===== config.mk =====
export PLATFORM = sky130hd
export DESIGN_NAME = cpu_core
export DESIGN_NICKNAME = d
export VERILOG_FILES = /design/src/source/cpu_pkg.sv /design/src/source/decoder.sv /design/src/source/instruction_register.sv /design/src/source/program_counter.sv /design/src/source/datapath_registers.sv /design/src/source/bus_network.sv /design/src/source/cpu_core.sv
export SDC_FILE = /design/constraint.sdc
export NUM_CORES = 1
export LEC_CHECK = 0
export CELL_PAD_IN_SITES_DETAIL_PLACEMENT = 1
export CELL_PAD_IN_SITES_GLOBAL_PLACEMENT = 1
export CORE_MARGIN = 2
export CORE_UTILIZATION = 45
export CTS_CLUSTER_SIZE = 30
export DETAILED_ROUTE_END_ITERATION = 16
export DONT_BUFFER_PORTS = 1
export MAX_ROUTING_LAYER = met4
export PLACE_DENSITY_LB_ADDON = 0.1
export SYNTH_ARGS = -nofsm -noshare
export SYNTH_HDL_FRONTEND = slang
export SYNTH_SLANG_ARGS = --single-unit

===== constraint.sdc =====
create_clock -name i_clk -period 6.85 [get_ports i_clk]
set_clock_uncertainty 0.15 [all_clocks]
set_input_delay 1.37 -clock i_clk [delete_from_list [all_inputs] [get_ports i_clk]]
set_output_delay 1.37 -clock i_clk [all_outputs]
set_load 0.01 [all_outputs]

===== src/source/cpu_pkg.sv =====
// shared types and constants for the 6502-style core
// opcodes the decode ROM knows, timing states and reset values
package cpu_pkg;

    // opcodes with their own sequence; any other byte runs as a two-cycle nop
    typedef enum logic [7:0] {
        OP_BRK     = 8'h00,
        OP_STA_ZP  = 8'h85,
        OP_LDA_IMM = 8'hA9,
        OP_NOP     = 8'hEA
    } opcode_e;

    // timing control unit states
    typedef enum logic [2:0] {
        T0 = 3'd0,
        T1 = 3'd1,
        T2 = 3'd2,
        T3 = 3'd3,
        T4 = 3'd4,
        T5 = 3'd5,
        T6 = 3'd6,
        T7 = 3'd7
    } tcu_e;

    // reset joins the brk sequence at its first stack cycle
    localparam tcu_e TCU_RESET = T2;

    // stack pointer after reset, walks down to fe during the sequence
    localparam logic [7:0] S_RESET = 8'h00;

    // low byte of the reset vector, high byte follows at +1
    localparam logic [15:0] VECTOR_RESET = 16'hFFFC;

endpackage


===== src/source/decoder.sv =====
// decode ROM of the core
// maps opcode and timing state to bus strobes and the next timing state
// purely combinational, one step per rising clock edge
`timescale 1ns/1ps

module decoder (
    input  logic [7:0]      i_ir,
    input  cpu_pkg::tcu_e   i_tcu,
    output cpu_pkg::tcu_e   o_tcu,
    output logic            o_rw,
    output logic            o_dl_db,
    output logic            o_dl_adh,
    output logic            o_dl_adl,
    output logic            o_i_pc,
    output logic            o_adl_pcl,
    output logic            o_adh_pch,
    output logic            o_pcl_adl,
    output logic            o_pch_adh,
    output logic            o_ac_db,
    output logic            o_s_adl,
    output logic            o_add_adl,
    output logic            o_add_sb,
    output logic            o_0_adl0,
    output logic            o_0_adl1,
    output logic            o_0_adh0,
    output logic            o_0_adh1_7,
    output logic            o_sb_db,
    output logic            o_sb_ac,
    output logic            o_sb_s,
    output logic            o_db_add,
    output logic            o_adl_add,
    output logic            o_0_add,
    output logic            o_sb_add,
    output logic            o_sums
);

    always_comb
    begin
        // step to the next timing state unless the sequence ends
        o_tcu = cpu_pkg::tcu_e'(i_tcu + 3'd1);

        o_rw       = 1'b1;
        o_dl_db    = 1'b0;
        o_dl_adh   = 1'b0;
        o_dl_adl   = 1'b0;
        o_i_pc     = 1'b0;
        o_adl_pcl  = 1'b0;
        o_adh_pch  = 1'b0;
        o_pcl_adl  = 1'b0;
        o_pch_adh  = 1'b0;
        o_ac_db    = 1'b0;
        o_s_adl    = 1'b0;
        o_add_adl  = 1'b0;
        o_add_sb   = 1'b0;
        o_0_adl0   = 1'b0;
        o_0_adl1   = 1'b0;
        o_0_adh0   = 1'b0;
        o_0_adh1_7 = 1'b0;
        o_sb_db    = 1'b0;
        o_sb_ac    = 1'b0;
        o_sb_s     = 1'b0;
        o_db_add   = 1'b0;
        o_adl_add  = 1'b0;
        o_0_add    = 1'b0;
        o_sb_add   = 1'b0;
        o_sums     = 1'b0;

        case (i_tcu)
            cpu_pkg::T0:
            begin
                // opcode fetch at pc
                o_pcl_adl = 1'b1;
                o_pch_adh = 1'b1;
                o_i_pc    = 1'b1;
            end
            cpu_pkg::T1:
            begin
                o_pcl_adl = 1'b1;
                o_pch_adh = 1'b1;
                case (i_ir)
                    cpu_pkg::OP_BRK:
                    begin
                        // dummy read, pc stays
                    end
                    cpu_pkg::OP_LDA_IMM, cpu_pkg::OP_STA_ZP:
                    begin
                        // operand read
                        o_i_pc = 1'b1;
                    end
                    default:
                    begin
                        // nop and unknown opcodes end here
                        o_tcu = cpu_pkg::T0;
                    end
                endcase
            end
            cpu_pkg::T2:
            begin
                case (i_ir)
                    cpu_pkg::OP_LDA_IMM:
                    begin
                        // operand from the latch through db and sb into ac
                        o_dl_db   = 1'b1;
                        o_sb_db   = 1'b1;
                        o_sb_ac   = 1'b1;
                        o_pcl_adl = 1'b1;
                        o_pch_adh = 1'b1;
                        o_tcu     = cpu_pkg::T0;
                    end
                    cpu_pkg::OP_STA_ZP:
                    begin
                        // write ac to 00:operand
                        o_rw       = 1'b0;
                        o_ac_db    = 1'b1;
                        o_dl_adl   = 1'b1;
                        o_0_adh0   = 1'b1;
                        o_0_adh1_7 = 1'b1;
                        o_tcu      = cpu_pkg::T0;
                    end
                    cpu_pkg::OP_BRK:
                    begin
                        // read 01:s, floating sb adds ff so add = s - 1
                        o_s_adl    = 1'b1;
                        o_0_adh1_7 = 1'b1;
                        o_adl_add  = 1'b1;
                        o_sb_add   = 1'b1;
                        o_sums     = 1'b1;
                    end
                    default: o_tcu = cpu_pkg::T0;
                endcase
            end
            cpu_pkg::T3:
            begin
                case (i_ir)
                    cpu_pkg::OP_BRK:
                    begin
                        // read 01:add and decrement once more
                        o_add_adl  = 1'b1;
                        o_0_adh1_7 = 1'b1;
                        o_adl_add  = 1'b1;
                        o_sb_add   = 1'b1;
                        o_sums     = 1'b1;
                    end
                    default: o_tcu = cpu_pkg::T0;
                endcase
            end
            cpu_pkg::T4:
            begin
                case (i_ir)
                    cpu_pkg::OP_BRK:
                    begin
                        // last stack read, s takes add
                        o_add_adl  = 1'b1;
                        o_0_adh1_7 = 1'b1;
                        o_add_sb   = 1'b1;
                        o_sb_s     = 1'b1;
                    end
                    default: o_tcu = cpu_pkg::T0;
                endcase
            end
            cpu_pkg::T5:
            begin
                case (i_ir)
                    cpu_pkg::OP_BRK:
                    begin
                        // fffc, adh left precharged
                        o_0_adl0 = 1'b1;
                        o_0_adl1 = 1'b1;
                    end
                    default: o_tcu = cpu_pkg::T0;
                endcase
            end
            cpu_pkg::T6:
            begin
                case (i_ir)
                    cpu_pkg::OP_BRK:
                    begin
                        // read fffd, low vector byte from latch into add
                        o_0_adl1 = 1'b1;
                        o_dl_db  = 1'b1;
                        o_db_add = 1'b1;
                        o_0_add  = 1'b1;
                        o_sums   = 1'b1;
                    end
                    default: o_tcu = cpu_pkg::T0;
                endcase
            end
            cpu_pkg::T7:
            begin
                case (i_ir)
                    cpu_pkg::OP_BRK:
                    begin
                        // jump, address pins already show the vector
                        o_add_adl = 1'b1;
                        o_adl_pcl = 1'b1;
                        o_dl_adh  = 1'b1;
                        o_adh_pch = 1'b1;
                        o_tcu     = cpu_pkg::T0;
                    end
                    default: o_tcu = cpu_pkg::T0;
                endcase
            end
            default: o_tcu = cpu_pkg::T0;
        endcase
    end

endmodule


===== src/source/instruction_register.sv =====
// instruction register and timing counter
// opcode is taken from the data pins at the end of t0
// reset enters the brk sequence
`timescale 1ns/1ps

module instruction_register (
    input  logic            i_clk,
    input  logic            i_rst,
    input  logic [7:0]      i_data,
    input  cpu_pkg::tcu_e   i_tcu_next,
    output logic [7:0]      o_ir,
    output cpu_pkg::tcu_e   o_tcu
);

    always_ff @(posedge i_clk)
    begin
        if (i_rst)
        begin
            o_ir  <= cpu_pkg::OP_BRK;
            o_tcu <= cpu_pkg::TCU_RESET;
        end
        else
        begin
            o_tcu <= i_tcu_next;
            // fetch cycle, pins carry the next opcode
            if (o_tcu == cpu_pkg::T0)
            begin
                o_ir <= i_data;
            end
        end
    end

endmodule


===== src/source/program_counter.sv =====
// program counter, pcl and pch
// increments across both halves, bus loads win over the increment
`timescale 1ns/1ps

module program_counter (
    input  logic        i_clk,
    input  logic        i_rst,
    input  logic        i_i_pc,
    input  logic        i_adl_pcl,
    input  logic        i_adh_pch,
    input  logic [7:0]  i_adl,
    input  logic [7:0]  i_adh,
    output logic [7:0]  o_pcl,
    output logic [7:0]  o_pch
);

    logic [15:0] pc_inc;

    // carry out of pcl goes into pch
    assign pc_inc = {o_pch, o_pcl} + {15'd0, i_i_pc};

    always_ff @(posedge i_clk)
    begin
        if (i_rst)
        begin
            o_pcl <= 8'h00;
            o_pch <= 8'h00;
        end
        else
        begin
            if (i_adl_pcl)
            begin
                o_pcl <= i_adl;
            end
            else
            begin
                o_pcl <= pc_inc[7:0];
            end

            if (i_adh_pch)
            begin
                o_pch <= i_adh;
            end
            else
            begin
                o_pch <= pc_inc[15:8];
            end
        end
    end

endmodule


===== src/source/datapath_registers.sv =====
// accumulator, stack pointer and adder with its hold register
// ac and s load from sb, add holds the adder sum when sums is set
`timescale 1ns/1ps

module datapath_registers (
    input  logic        i_clk,
    input  logic        i_rst,
    input  logic [7:0]  i_sb,
    input  logic [7:0]  i_db,
    input  logic [7:0]  i_adl,
    input  logic        i_sb_ac,
    input  logic        i_sb_s,
    input  logic        i_sb_add,
    input  logic        i_0_add,
    input  logic        i_db_add,
    input  logic        i_adl_add,
    input  logic        i_sums,
    output logic [7:0]  o_ac,
    output logic [7:0]  o_s,
    output logic [7:0]  o_add
);

    logic [7:0] a_in;
    logic [7:0] b_in;

    // adder inputs sit at ff when no strobe selects them
    assign a_in = i_0_add ? 8'h00 : (i_sb_add ? i_sb : 8'hff);
    assign b_in = i_db_add ? i_db : (i_adl_add ? i_adl : 8'hff);

    always_ff @(posedge i_clk)
    begin
        if (i_rst)
        begin
            o_s <= cpu_pkg::S_RESET;
        end
        else if (i_sb_s)
        begin
            o_s <= i_sb;
        end
    end

    always_ff @(posedge i_clk)
    begin
        if (i_sb_ac)
        begin
            o_ac <= i_sb;
        end
        // carry out dropped, no flags here
        if (i_sums)
        begin
            o_add <= a_in + b_in;
        end
    end

endmodule


===== src/source/bus_network.sv =====
// data latch and the four precharged internal buses
// each bus idles at ff and every enabled source pulls bits low (wired and)
// also drives the address and data pins
`timescale 1ns/1ps

module bus_network (
    input  logic        i_clk,
    input  logic        i_rst,
    input  logic [7:0]  i_data,
    input  logic        i_dl_db,
    input  logic        i_dl_adh,
    input  logic        i_dl_adl,
    input  logic        i_pcl_adl,
    input  logic        i_pch_adh,
    input  logic        i_ac_db,
    input  logic        i_s_adl,
    input  logic        i_add_adl,
    input  logic        i_add_sb,
    input  logic        i_0_adl0,
    input  logic        i_0_adl1,
    input  logic        i_0_adh0,
    input  logic        i_0_adh1_7,
    input  logic        i_sb_db,
    input  logic [7:0]  i_pcl,
    input  logic [7:0]  i_pch,
    input  logic [7:0]  i_ac,
    input  logic [7:0]  i_s,
    input  logic [7:0]  i_add,
    output logic [7:0]  o_db,
    output logic [7:0]  o_sb,
    output logic [7:0]  o_adl,
    output logic [7:0]  o_adh,
    output logic [15:0] o_addr,
    output logic [7:0]  o_data
);

    logic [7:0] dl;
    logic [7:0] db_pull;
    logic [7:0] sb_pull;

    // byte read in one cycle is available from the latch in the next
    always_ff @(posedge i_clk)
    begin
        if (i_rst)
        begin
            dl <= 8'h00;
        end
        else
        begin
            dl <= i_data;
        end
    end

    assign db_pull = (i_dl_db ? dl : 8'hff) & (i_ac_db ? i_ac : 8'hff);
    assign sb_pull = i_add_sb ? i_add : 8'hff;

    // sb_db shorts the two buses so both see every pull-down
    assign o_db = i_sb_db ? (db_pull & sb_pull) : db_pull;
    assign o_sb = i_sb_db ? (db_pull & sb_pull) : sb_pull;

    assign o_adl = (i_dl_adl ? dl : 8'hff)
                 & (i_pcl_adl ? i_pcl : 8'hff)
                 & (i_s_adl ? i_s : 8'hff)
                 & (i_add_adl ? i_add : 8'hff)
                 & {6'h3f, ~i_0_adl1, ~i_0_adl0};

    assign o_adh = (i_dl_adh ? dl : 8'hff)
                 & (i_pch_adh ? i_pch : 8'hff)
                 & {{7{~i_0_adh1_7}}, ~i_0_adh0};

    // pins follow the buses in the same cycle
    assign o_addr = {o_adh, o_adl};
    assign o_data = o_db;

endmodule


===== src/source/cpu_core.sv =====
// top level of the 6502-style core
// connects decode ROM, instruction register, pc, datapath and buses
// memory answers in the same cycle, o_sync marks each opcode fetch
`timescale 1ns/1ps

module cpu_core (
    input  logic        i_clk,
    input  logic        i_rst,
    input  logic [7:0]  i_data,
    output logic [15:0] o_addr,
    output logic [7:0]  o_data,
    output logic        o_rw,
    output logic        o_sync
);

    logic [7:0]    ir;
    cpu_pkg::tcu_e tcu;
    cpu_pkg::tcu_e tcu_next;

    logic dl_db, dl_adh, dl_adl;
    logic i_pc, adl_pcl, adh_pch, pcl_adl, pch_adh;
    logic ac_db, s_adl, add_adl, add_sb;
    logic zero_adl0, zero_adl1, zero_adh0, zero_adh1_7;
    logic sb_db, sb_ac, sb_s;
    logic db_add, adl_add, zero_add, sb_add, sums;

    logic [7:0] pcl, pch, ac, s, add;
    logic [7:0] db, sb, adl, adh;

    assign o_sync = (tcu == cpu_pkg::T0);

    decoder u_decoder (
        .i_ir(ir), .i_tcu(tcu), .o_tcu(tcu_next), .o_rw(o_rw),
        .o_dl_db(dl_db), .o_dl_adh(dl_adh), .o_dl_adl(dl_adl),
        .o_i_pc(i_pc), .o_adl_pcl(adl_pcl), .o_adh_pch(adh_pch),
        .o_pcl_adl(pcl_adl), .o_pch_adh(pch_adh),
        .o_ac_db(ac_db), .o_s_adl(s_adl), .o_add_adl(add_adl), .o_add_sb(add_sb),
        .o_0_adl0(zero_adl0), .o_0_adl1(zero_adl1),
        .o_0_adh0(zero_adh0), .o_0_adh1_7(zero_adh1_7),
        .o_sb_db(sb_db), .o_sb_ac(sb_ac), .o_sb_s(sb_s),
        .o_db_add(db_add), .o_adl_add(adl_add), .o_0_add(zero_add),
        .o_sb_add(sb_add), .o_sums(sums)
    );

    instruction_register u_instruction_register (
        .i_clk(i_clk), .i_rst(i_rst), .i_data(i_data),
        .i_tcu_next(tcu_next), .o_ir(ir), .o_tcu(tcu)
    );

    program_counter u_program_counter (
        .i_clk(i_clk), .i_rst(i_rst), .i_i_pc(i_pc),
        .i_adl_pcl(adl_pcl), .i_adh_pch(adh_pch),
        .i_adl(adl), .i_adh(adh), .o_pcl(pcl), .o_pch(pch)
    );

    datapath_registers u_datapath_registers (
        .i_clk(i_clk), .i_rst(i_rst), .i_sb(sb), .i_db(db), .i_adl(adl),
        .i_sb_ac(sb_ac), .i_sb_s(sb_s), .i_sb_add(sb_add), .i_0_add(zero_add),
        .i_db_add(db_add), .i_adl_add(adl_add), .i_sums(sums),
        .o_ac(ac), .o_s(s), .o_add(add)
    );

    bus_network u_bus_network (
        .i_clk(i_clk), .i_rst(i_rst), .i_data(i_data),
        .i_dl_db(dl_db), .i_dl_adh(dl_adh), .i_dl_adl(dl_adl),
        .i_pcl_adl(pcl_adl), .i_pch_adh(pch_adh),
        .i_ac_db(ac_db), .i_s_adl(s_adl), .i_add_adl(add_adl), .i_add_sb(add_sb),
        .i_0_adl0(zero_adl0), .i_0_adl1(zero_adl1),
        .i_0_adh0(zero_adh0), .i_0_adh1_7(zero_adh1_7), .i_sb_db(sb_db),
        .i_pcl(pcl), .i_pch(pch), .i_ac(ac), .i_s(s), .i_add(add),
        .o_db(db), .o_sb(sb), .o_adl(adl), .o_adh(adh),
        .o_addr(o_addr), .o_data(o_data)
    );

endmodule


# Word level (Yosys, flattened, before mapping)
# Cells that the tools add are included.
dict set report totals {
  regBits 59
  inputBits 10
  output_inout_bits 26
  wordCells 86
}
dict set report classes {
  bitwise 12
  n_reduce_logical 12
  muxes 42
  addsub 3
  eq_ne 9
}
# operator count
set op_table {}
lappend op_table {{$mux 8} 17}
lappend op_table {{$and 8x8->8} 8}
lappend op_table {{$mux 1} 18}
lappend op_table {{$add 16x1->16} 1}
lappend op_table {{$eq 8x8->1 const B} 2}
lappend op_table {{$eq 3x3->1 const B} 4}
lappend op_table {{$reduce_or 2->1} 6}
lappend op_table {{$pmux 3 s3} 1}
lappend op_table {{$reduce_or 3->1} 3}
lappend op_table {{$add 8x8->8} 1}
lappend op_table {{$logic_not 8->1} 1}
lappend op_table {{$pmux 1 s2} 4}
lappend op_table {{$eq 3x2->1 const B} 2}
lappend op_table {{$mux 3} 2}
lappend op_table {{$reduce_or 5->1} 1}
lappend op_table {{$not 1->1} 4}
lappend op_table {{$add 3x1->3 const B} 1}
lappend op_table {{$eq 3x1->1 const B} 1}
lappend op_table {{$logic_not 3->1} 1}

# Logic depth before layout (Yosys ltp)
# Gate-level depths: netlist of the first run.
dict set report depth {
  word_depth 11
  mapped_depth 20
  mapped_depth_nobuf 18
}

# By module
# From an unflattened synthesis of the first run, not the netlist that was laid out.
dict set report hier_totals {
  hier_cells 454
  area_unflattened_um2 4046.4
}
# mod seq_area_each_um2 cells_each area_per_inst_um2 n_inst
set by_module_without_submodules {}
lappend by_module_without_submodules {datapath_registers 640.6 110 1227.4 1}
lappend by_module_without_submodules {bus_network 160.2 133 982.2 1}
lappend by_module_without_submodules {program_counter 320.3 110 949.7 1}
lappend by_module_without_submodules {instruction_register 220.2 42 450.4 1}
lappend by_module_without_submodules {decoder 0.0 58 426.7 1}
lappend by_module_without_submodules {cpu_core 0.0 1 10.0 1}

# Least setup slack after synthesis of the first run
# OpenSTA, ideal clock, no wires.
dict set report synth_path {
  kind {register -> register}
  startpoint {register u_instruction_register.o_tcu[0]}
  endpoint {register u_datapath_registers.o_add[7] (data pin)}
  stages_incl_launch_ff 16
  synth_period_minus_slack_ns 3.811
  t_arrival_ns 3.399
  setup_slack_ns 3.039
  n_path_buf 1
  setup_time_ns 0.262
  required_time_ns 6.438
  cell_sequence {dfxtp_1 > inv_1 > ha_1 > nand2b_1 > buf_4 > or2_4 > nor2_2 > a21oi_1 > a21o_1 > ha_1 > a21oi_1 > o221ai_1 > o41ai_1 > nand3_1 > mux2i_1 > nor4_1}
}
dict set report synth_between {
  word_cells_on_any_way 45
  cone_classes {1 x add/sub; 7 x eq/ne; 24 x mux; 8 x bitwise; 5 x reduce/logical}
}
# element line_no
set synth_rtl {}
lappend synth_rtl {{from (decl)} instruction_register.sv:12} ;# output cpu_pkg::tcu_e o_tcu
lappend synth_rtl {{from (signal assigned)} instruction_register.sv:20} ;# o_tcu <= cpu_pkg::TCU_RESET;
lappend synth_rtl {{from (signal assigned)} instruction_register.sv:24} ;# o_tcu <= i_tcu_next;
lappend synth_rtl {{$eq 3x3->1 or $eq 3x2->1 (tied branches)} decoder.sv:68} ;# case (i_tcu)
lappend synth_rtl {{$pmux 1 s2 or $mux 1 (tied branches)} decoder.sv:68}
lappend synth_rtl {{$mux 8} bus_network.sv:54} ;# assign db_pull = (i_dl_db ? dl : 8'hff) & (i_ac_db ? i_ac : 8'hff);
lappend synth_rtl {{$and 8x8->8} bus_network.sv:54}
lappend synth_rtl {{$and 8x8->8} bus_network.sv:59} ;# assign o_sb = i_sb_db ? (db_pull & sb_pull) : sb_pull;
lappend synth_rtl {{$mux 8 (*)} bus_network.sv:59}
lappend synth_rtl {{via sb[1]} cpu_core.sv:28} ;# logic [7:0] db, sb, adl, adh;
lappend synth_rtl {{$mux 8 (*) (2 in series)} datapath_registers.sv:27} ;# assign a_in = i_0_add ? 8'h00 : (i_sb_add ? i_sb : 8'hff);
lappend synth_rtl {{$add 8x8->8 (*)} datapath_registers.sv:51} ;# o_add <= a_in + b_in;
lappend synth_rtl {{to (signal assigned)} datapath_registers.sv:51}
lappend synth_rtl {{to (decl)} datapath_registers.sv:20} ;# output logic [7:0] o_add
# Mark *: on every way through the listed nets, which the timed path passes. The rest lies on a longest branch.
# A chain may end at the register's enable or synchronous reset.

# Worst setup path in the final report of the first run
# Ends and elaborated chain as after synthesis.

==> results_dict.tcl, run 1 <==
set metrics [dict create \
    io_pins 36 \
    fin_crit_sh_pct 65.9 \
    cts_inserted_buffers 9 \
    powerDensity_nw_per_um2 524 \
    core_area_um2 7770 \
    ant_nets 0 \
    grt_util_all_layers_pct 25.8 \
    synth_area_per_cell_um2 9.16 \
    cts_hold_buf 0 \
    nFillCells 897 \
    synth_top_family_by_area "compound AO/OA/AOI/OAI gates" \
    synth.distinct_cells 65 \
    synth_compound_area_share_pct 23.6 \
    critPathCaptureType "register" \
    cts_tree "built" \
    wl_met2_um 4970 \
    status "complete, no violations" \
    relSlewSlack_pct 43.5 \
    top_layer "met4" \
    die_w_um 93.8 \
    p_total_mw 2.04 \
    synth-seq-cells 59 \
    peakVddDrop_mv 0.265 \
    grt_pass1_vias 3099 \
    final_cell_mix "45 x nor2_1, 43 x dfxtp_1, 35 x nand2_1" \
    detailedPlace.worstSlack_ns 2.40 \
    final_common_cell "nor2_1" \
    wl_um 10300 \
    timing.critical_path.from_type "register" \
    critPathRequiredTime_ns 6.78 \
    final_util_pct 50.1 \
    gr-total-overflow 0 \
    clkTransAtPathRegs_ns 0.07 \
    initial_core_util_pct 46.7 \
    yosys.area_share.simple_pct 21.4 \
    wl_met1_um 4510 \
    critical_path_arrival_ns 4.45 \
    cts_setup_buffers 0 \
    die_y_um 93.8 \
    syn_area_um2 3630 \
    wl_per_cell_um 20.8 \
    worst-path-buf-inv 1 \
    yosys.area_share.adder_pct 5.73 \
    drive_above_1_share_pct 12.5 \
    min_period_ns 4.52 \
    io_buffers 0 \
    globalplace.congestion 0.839 \
    p_leak_nw 1.42 \
    hp-class "register to register" \
    critPathMaxFanout 16 \
    slew_violations 0 \
    grt_pass1_wl_um 16800 \
    routed_via_density 6.01 \
    ys_seq_area_share_pct 37.0 \
    placementRows 32 \
    htreeDepth 3 \
    setup_violations 0 \
    async_flop_share_pct 0 \
    crit_chain "inv_1 > ha_1 > nand2b_1 > or2_4 > nor2_2 > a21oi_1 > a21o_1 > ha_1 > a21oi_1 > o221ai_1 > o41ai_1 > nand3_1 > mux2i_1 > nor4_1" \
    rsz0062_at_grt "false" \
    drt-initial-drc-count 133 \
    synthToLayoutAreaGrowth_pct 7.28 \
    synth_warnings 0 \
    wl_met3_um 589 \
    post_cts_resized 0 \
    cts_root_buffer "clkbuf_8" \
    design.die.area_um2 8790 \
    synth_edf_count 16 \
    tns_ns 0 \
    synthMuxAreaShare_pct 3.04 \
    clockBufferDepth 2 \
    grt_max_degree 44 \
    worst_path_largest_cell_delay_ns 0.65 \
    synth_nets 422 \
    synth_flop_cell "dfxtp_1" \
    num_antenna_cells 0 \
    firstDrtPassIters 4 \
    worst_pin_slew_ns 0.842 \
    vias 2967 \
    cap_violations 0 \
    drc 0 \
    finalHoldViolations 0 \
    cts_sinks 59 \
    antenna_found_initial 0 \
    clk_latency_ns 0.34 \
    max_freq_mhz 221 \
    fin_ws_ns 2.33 \
    crit_type "register to register" \
    place_hpwl_um 7660 \
    synth_cells 396 \
    synth_xor_xnor_area_share_pct 3.86 \
    path_delay_family "compound AO/OA/AOI/OAI gates" \
    cp_slowest_cell "o41ai_1" \
    nets 413 \
]
-- worst reg2reg max path, stage by stage, from the launching register on --
cell      delay [ns]
dfxtp_1         0.33
inv_1           0.09
ha_1            0.31
nand2b_1        0.26
or2_4           0.34
nor2_2          0.59
a21oi_1         0.21
a21o_1          0.21
ha_1            0.26
a21oi_1         0.19
o221ai_1        0.19
o41ai_1         0.65
nand3_1         0.18
mux2i_1         0.21
nor4_1          0.08
-- report_power, final --
group / switching [mW] / internal (mW)
sequential: 0.0840 / 0.455
combinational: 0.699 / 0.406
clock: 0.139 / 0.256
total: 0.923 / 1.12
-- per-layer routing --
metal,global-route usage (%),vias to the layer above
met2,41.6,76
met1,31.7,1452
met3,6.50,12
li1,-,1427
met4,8.45,0
met5,-,-
-- cells in the mapped netlist, types with 2 or more instances --
| master | instances | area share, % |
|---|---|---|
| nand2b_1 | 2 | 0.35 |
| mux2i_1 | 11 | 3.0 |
| o221ai_1 | 6 | 1.4 |
| buf_6 | 4 | 1.2 |
| and3_1 | 4 | 0.69 |
| nor2b_1 | 10 | 1.7 |
| o221a_2 | 6 | 1.9 |
| nor4_4 | 2 | 1.2 |
| inv_1 | 17 | 1.8 |
| o21ai_0 | 7 | 0.97 |
| o21ai_1 | 2 | 0.28 |
| and4_1 | 2 | 0.48 |
| o22ai_1 | 6 | 1.0 |
| ha_1 | 15 | 5.2 |
| o21a_1 | 4 | 0.83 |
| nand3_1 | 10 | 1.4 |
| nor2_2 | 4 | 0.69 |
| and2b_1 | 2 | 0.41 |
| nand4_1 | 4 | 0.69 |
| xnor2_1 | 9 | 2.2 |
| edfxtp_1 | 16 | 13 |
| nor2_1 | 45 | 4.7 |
| buf_2 | 5 | 0.69 |
| a21oi_1 | 23 | 3.2 |
| a22oi_1 | 5 | 1.0 |
| a21oi_2 | 4 | 0.97 |
| inv_2 | 2 | 0.21 |
| clkbuf_1 | 9 | 0.93 |
| o22a_1 | 8 | 1.9 |
| nor3_1 | 7 | 0.97 |
| dfxtp_1 | 43 | 24 |
| and2_1 | 5 | 0.86 |
| a21o_1 | 8 | 1.7 |
| o21ai_2 | 4 | 0.97 |
| nand2_1 | 35 | 3.6 |
| a211oi_1 | 11 | 2.3 |
| xor2_1 | 7 | 1.7 |
| nor4_1 | 3 | 0.52 |
| a31oi_1 | 2 | 0.35 |
| buf_4 | 2 | 0.41 |
-- flip-flops by register name, summed over array words and instances, names as in the netlist --
name,flops
u_bus_network.dl,8
u_datapath_registers.o_ac,8
u_datapath_registers.o_add,8
u_datapath_registers.o_s,8
u_instruction_register.o_ir,8
u_program_counter.o_pch,8
u_program_counter.o_pcl,8
u_instruction_register.o_tcu,3
-- final cells by class --
type	instances	area, um2	share of cell area [%]
tap	102	128	3.28
inverter	20	75.1	1.93
sequential	59	1340	34.5
multi-input combinational	297	2090	53.7
clock buffer	13	190	4.89
clock inverter	3	65.1	1.67
-- path summary, 6_finish.rpt --
check	start	endpoint	slack, ns	depth (start not counted)
max	u_instruction_register.o_tcu[0]$_SDFF_PP0_	u_datapath_registers.o_add[7]$_DFFE_PP_	2.33	14
min	u_instruction_register.o_ir[1]$_SDFFE_PP0N_	u_instruction_register.o_ir[1]$_SDFFE_PP0N_	0.35	2
max reg2reg	u_instruction_register.o_tcu[0]$_SDFF_PP0_	u_datapath_registers.o_add[7]$_DFFE_PP_	2.33	14
min reg2reg	u_instruction_register.o_ir[1]$_SDFFE_PP0N_	u_instruction_register.o_ir[1]$_SDFFE_PP0N_	0.35	2
-- cells by family (layout without fill, tap and decap cells) --
group / count (synthesis) / in the layout
compound gates: 109 / 109
simple gates: 145 / 145
flops: 59 / 59
fa+ha+maj: 16 / 16
mux: 11 / 11
xor+xnor: 16 / 16
buf+inv: 40 / 36
-- through the flow --
| step | std cells | hold slack [ns] | area [um2] |
|---|---|---|---|
| floorplan | 396 | 0.314 | 3630 |
| global placement | 478 | 0.333 | 3630 |
| detailed placement | 478 | 0.343 | 3630 |
| CTS | 494 | 0.355 | 3890 |
| global route | 494 | 0.386 | 3890 |
| finish | 494 | 0.349 | 3890 |
No activity file was read; power rests on OpenSTA's default activity.
==> inputs of run 2 (changes only) <==
==> constraint.sdc (replaced) <==
create_clock -name i_clk -period 4.48 [get_ports i_clk]
set_clock_uncertainty 0.15 [all_clocks]
set_input_delay 0.896 -clock i_clk [delete_from_list [all_inputs] [get_ports i_clk]]
set_output_delay 0.896 -clock i_clk [all_outputs]
set_load 0.01 [all_outputs]
==> run 2 against run 1 <==
  * Worst hold slack better by 0.011 ns
  * Setup slack worse by 1.8 ns
  * Die area stayed put
  * Total power is 50% higher
  * Critical path depth is 1 higher
  * Sequential share of layout area is 0.078 points higher
  * Global-route usage is 0.78 points lower
  * Register-to-register slack worse by 1.8 ns
  * Routed wire length is 1.7% lower
==> results_dict.tcl, run 2 (same netlist as run 1, synthesis figures left out) <==
set metrics [dict create \
    peakVddDrop_mv 0.376 \
    cts_root_buffer "clkbuf_8" \
    grt_pass1_wl_um 16500 \
    drt-initial-drc-count 128 \
    gr-total-overflow 0 \
    drc 0 \
    crit_type "register to register" \
    min_period_ns 3.97 \
    critPathCaptureType "register" \
    setup_violations 0 \
    tns_ns 0 \
    ant_nets 0 \
    synthToLayoutAreaGrowth_pct 7.04 \
    reg2reg_depth 15 \
    relSlewSlack_pct 46.1 \
    clkTransAtPathRegs_ns 0.08 \
    drive_above_1_share_pct 13.4 \
    wl_um 10100 \
    die_w_um 93.8 \
    antenna_found_initial 0 \
    final_cell_mix "45 x nor2_1, 43 x dfxtp_1, 35 x nand2_1" \
    io_pins 36 \
    multi_input_area_um2 2090 \
    place_hpwl_um 7490 \
    grt_pass1_vias 3046 \
    rsz0062_at_grt "false" \
    hp-class "register to register" \
    grt_util_all_layers_pct 25.0 \
    timing.critical_path.from_type "register" \
    num_antenna_cells 0 \
    final_util_pct 50.0 \
    wl_per_cell_um 20.2 \
    critPathRequiredTime_ns 4.42 \
    initial_core_util_pct 46.7 \
    p_leak_nw 1.42 \
    placementRows 32 \
    cts_setup_buffers 0 \
    rr_startpoint "u_instruction_register.o_tcu[0]$_SDFF_PP0_" \
    setup.worst_path.end "u_datapath_registers.o_add[7]$_DFFE_PP_" \
    io_buffers 0 \
    cts_tree "built" \
    design.die.area_um2 8790 \
    cts_inserted_buffers 9 \
    nets 418 \
    cts_sinks 59 \
    cap_violations 0 \
    clk_latency_ns 0.34 \
    globalplace.congestion 0.872 \
    die_y_um 93.8 \
    critPathMaxFanout 13 \
    cts_hold_buf 0 \
    critical_path_arrival_ns 3.91 \
    register_area_um2 1340 \
    slew_violations 0 \
    status "complete, no violations" \
    clockBufferDepth 2 \
    nFillCells 897 \
    powerDensity_nw_per_um2 787 \
    routed_via_density 5.88 \
    worst_pin_slew_ns 0.807 \
    fin_crit_sh_pct 88.6 \
    htreeDepth 3 \
    cp-startpoint "u_instruction_register.o_tcu[0]$_SDFF_PP0_" \
    final_common_cell "nor2_1" \
    max_freq_mhz 252 \
    vias 2935 \
    finalHoldViolations 0 \
    worstHoldStart "u_datapath_registers.o_s[5]$_SDFFE_PP0N_" \
    post_cts_resized 0 \
    rr_endpoint "u_datapath_registers.o_add[7]$_DFFE_PP_" \
    rrSetupSlack_ns 0.51 \
    core_area_um2 7770 \
    firstDrtPassIters 4 \
    grt_max_degree 44 \
]
run 2: where the power goes:
group          internal (mW)  switching (mW)
sequential             0.695           0.116
combinational          0.665            1.07
clock                  0.282           0.230
run 2: worst min-delay path by stage:
stage	endpoint	slack, ns	depth (start not counted)
3_5_place_dp	u_datapath_registers.o_s[5]$_SDFFE_PP0N_	0.34	2
2_1_floorplan	u_datapath_registers.o_s[2]$_SDFFE_PP0N_	0.31	2
3_3_place_gp	u_datapath_registers.o_s[6]$_SDFFE_PP0N_	0.33	2
4_1_cts	u_datapath_registers.o_s[5]$_SDFFE_PP0N_	0.36	2
5_1_grt	u_instruction_register.o_ir[0]$_SDFFE_PP0N_	0.39	2
6_report	u_datapath_registers.o_s[5]$_SDFFE_PP0N_	0.36	2
run 2: layout make-up:
cell class	instances	area share, %
clock buffer	13	4.93
clock inverter	3	0.451
inverter	20	1.93
multi-input combinational	297	53.9
sequential	59	34.6
tap	102	3.29
timing repair buffer	5	0.967
run 2: per-layer routing:
metal  up-vias  routed length, um  track usage [%]
li1       1439                  -                -
met1      1435               4650             31.9
met2        48               4840             40.5
met3        13                421             4.17
met4         0                171             8.21
met5         -                  0                -
run 2: worst max-delay path, cell delays in order (launching register included):
cell and delay, ns:
dfxtp_1 0.33, inv_1 0.10, ha_1 0.33, nand2b_1 0.12
or2_4 0.27, nor2_2 0.54, a21oi_1 0.24, a21o_1 0.22
ha_1 0.26, a21oi_1 0.19, o221ai_1 0.17, o41ai_1 0.31
buf_4 0.20, nand3_1 0.07, mux2i_1 0.13, nor4_1 0.07
run 2: stage by stage:
step	instances	hold slack, ns	instance area (um2)	setup WS (ns)	power (mW)
after floorplan	396	0.314	3630	0.669	2.13
after global placement	483	0.327	3670	0.650	2.51
after detailed placement	483	0.345	3670	0.496	2.55
after CTS	499	0.363	3880	0.468	3.08
after global routing	499	0.388	3880	0.163	3.29
final	499	0.360	3880	0.509	3.05
==> inputs of run 3 (changes only) <==
--- a/config.mk
+++ b/config.mk
@@ -14,6 +14,7 @@
 export DONT_BUFFER_PORTS = 1
 export MAX_ROUTING_LAYER = met4
 export PLACE_DENSITY_LB_ADDON = 0.1
+export RECOVER_POWER = 50
 export SYNTH_ARGS = -nofsm -noshare
 export SYNTH_HDL_FRONTEND = slang
 export SYNTH_SLANG_ARGS = --single-unit
==> run 3 against run 2 <==
  * Clock power is essentially flat
  * Sequential power is essentially flat
  * Total power is 0.46% lower
  * Routed wire length rose by 0.37%
  * Via count up 0.41%
  * Critical endpoint unchanged
  * Largest cell class unchanged
==> results_dict.tcl, run 3 (same netlist as run 1, synthesis figures left out) <==
set metrics [dict create \
    hp-class "register to register" \
    final_common_cell "nor2_1" \
    fin_crit_sh_pct 88.7 \
    design.die.area_um2 8790 \
    cp_slowest_cell "o21ai_0" \
    initial_core_util_pct 46.7 \
    num_antenna_cells 0 \
    critPathRequiredTime_ns 4.42 \
    grt_pass1_wl_um 16500 \
    drc 0 \
    cp-startpoint "u_instruction_register.o_tcu[0]$_SDFF_PP0_" \
    clkPwrFrac_pct 16.8 \
    final_cell_mix "46 x nor2_1, 43 x dfxtp_1, 35 x nand2_1" \
    max_freq_mhz 252 \
    core_area_um2 7770 \
    nFillCells 903 \
    placementRows 32 \
    globalplace.congestion 0.872 \
    reg2reg_depth 17 \
    nets 418 \
    min_period_ns 3.97 \
    grt_pass1_vias 3046 \
    cts_sinks 59 \
    clkTransAtPathRegs_ns 0.08 \
    io_buffers 0 \
    timing.critical_path.from_type "register" \
    cts_tree "built" \
    setup.worst_path.end "u_datapath_registers.o_add[7]$_DFFE_PP_" \
    die_y_um 93.8 \
    routed_via_density 5.91 \
    firstDrtPassIters 4 \
    combinationalPowerShare_pct 56.6 \
    register_area_um2 1340 \
    detailedPlace.worstSlack_ns 0.496 \
    clk_latency_ns 0.34 \
    grt_util_all_layers_pct 25.0 \
    critPathMaxFanout 23 \
    cap_violations 0 \
    worst-path-buf-inv 3 \
    powerDensity_nw_per_um2 791 \
    post_cts_resized 0 \
    p_int_mw 1.64 \
    fin_area_um2 3840 \
    ant_nets 0 \
    p_switching_mw 1.40 \
    wl_per_cell_um 20.3 \
    cts_inserted_buffers 9 \
    p_total_mw 3.04 \
    final_cells 499 \
    rsz0062_at_grt "false" \
    tns_ns 0 \
    holdWs_ns 0.360 \
    fin_ws_ns 0.507 \
    final_util_pct 49.5 \
    p_leak_nw 1.41 \
    worst_pin_slew_ns 1.30 \
    dp.cells 483 \
    clockBufferDepth 2 \
    status "complete, no violations" \
    grt_max_degree 44 \
    crit_type "register to register" \
    die_w_um 93.8 \
    relSlewSlack_pct 13.2 \
    vias 2947 \
    seqPwrFrac_pct 26.6 \
    rrSetupSlack_ns 0.51 \
    crit_chain "inv_1 > ha_1 > nand2b_1 > or2_4 > nor2_2 > inv_2 > o21ai_0 > a21oi_2 > a21o_1 > ha_1 > nand3_1 > o221ai_1 > o41ai_1 > buf_4 > nand3_1 > mux2i_1 > nor4_1" \
    p_sw_share_pct 46.1 \
    rr_endpoint "u_datapath_registers.o_add[7]$_DFFE_PP_" \
    peakVddDrop_mv 0.376 \
    io_pins 36 \
    rr_startpoint "u_instruction_register.o_tcu[0]$_SDFF_PP0_" \
    crit_cells 17 \
    place_area_um2 3670 \
    cts_setup_buffers 0 \
    antenna_found_initial 0 \
    slew_violations 0 \
    multi_input_area_um2 2060 \
    finalHoldViolations 0 \
    wl_um 10100 \
    path_delay_family "compound AO/OA/AOI/OAI gates" \
    cts_hold_buf 0 \
    critPathCaptureType "register" \
    drt-initial-drc-count 151 \
    synthToLayoutAreaGrowth_pct 6.04 \
    drive_above_1_share_pct 11.8 \
    worst_path_largest_cell_delay_ns 0.38 \
    place_hpwl_um 7490 \
    cts_root_buffer "clkbuf_8" \
    setup_violations 0 \
    gr-total-overflow 0 \
    critical_path_arrival_ns 3.91 \
    htreeDepth 3 \
]
[run 3: cell type report]
type | count | share of cell area (%)
well taps | 102 | 3.32
flip-flops and latches | 59 | 34.9
multi-input cells | 297 | 53.5
clock buffers | 13 | 4.98
clock inverters | 3 | 0.456
repair buffers | 5 | 0.879
inverters | 20 | 1.95
[run 3: power by group through the flow]
stage	sequential [mW]	combinational (mW)	clock, mW
3_3_place_gp	0.815	1.70	0
4_1_cts	0.809	1.75	0.520
3_5_place_dp	0.819	1.73	0
5_1_grt	0.820	1.92	0.545
2_1_floorplan	0.775	1.36	0
6_report	0.809	1.72	0.512
[run 3: worst min-delay path, stage by stage, from the launching register on]
cell     delay, ns
dfxtp_1       0.33
mux2i_1       0.07
nor2_1        0.08
[run 3: how the worst min path moves through the flow]
stage               cells after the start                                          end                                        start  slack, ns
finish                                  2     u_datapath_registers.o_s[5]$_SDFFE_PP0N_     u_datapath_registers.o_s[5]$_SDFFE_PP0N_       0.36
global route                            2  u_instruction_register.o_ir[0]$_SDFFE_PP0N_  u_instruction_register.o_ir[0]$_SDFFE_PP0N_       0.39
CTS                                     2     u_datapath_registers.o_s[5]$_SDFFE_PP0N_     u_datapath_registers.o_s[5]$_SDFFE_PP0N_       0.36
detailed placement                      2     u_datapath_registers.o_s[5]$_SDFFE_PP0N_     u_datapath_registers.o_s[5]$_SDFFE_PP0N_       0.34
global placement                        2     u_datapath_registers.o_s[6]$_SDFFE_PP0N_     u_datapath_registers.o_s[6]$_SDFFE_PP0N_       0.33
floorplan                               2     u_datapath_registers.o_s[2]$_SDFFE_PP0N_     u_datapath_registers.o_s[2]$_SDFFE_PP0N_       0.31
[run 3: layer usage]
layer  routed length, um  GRT usage [%]  part of all wire (%)
met4                 129           8.21                   1.3
met2                4900           40.5                    48
met3                 489           4.17                   4.8
met5                   0              -                     0
met1                4590           31.9                    45
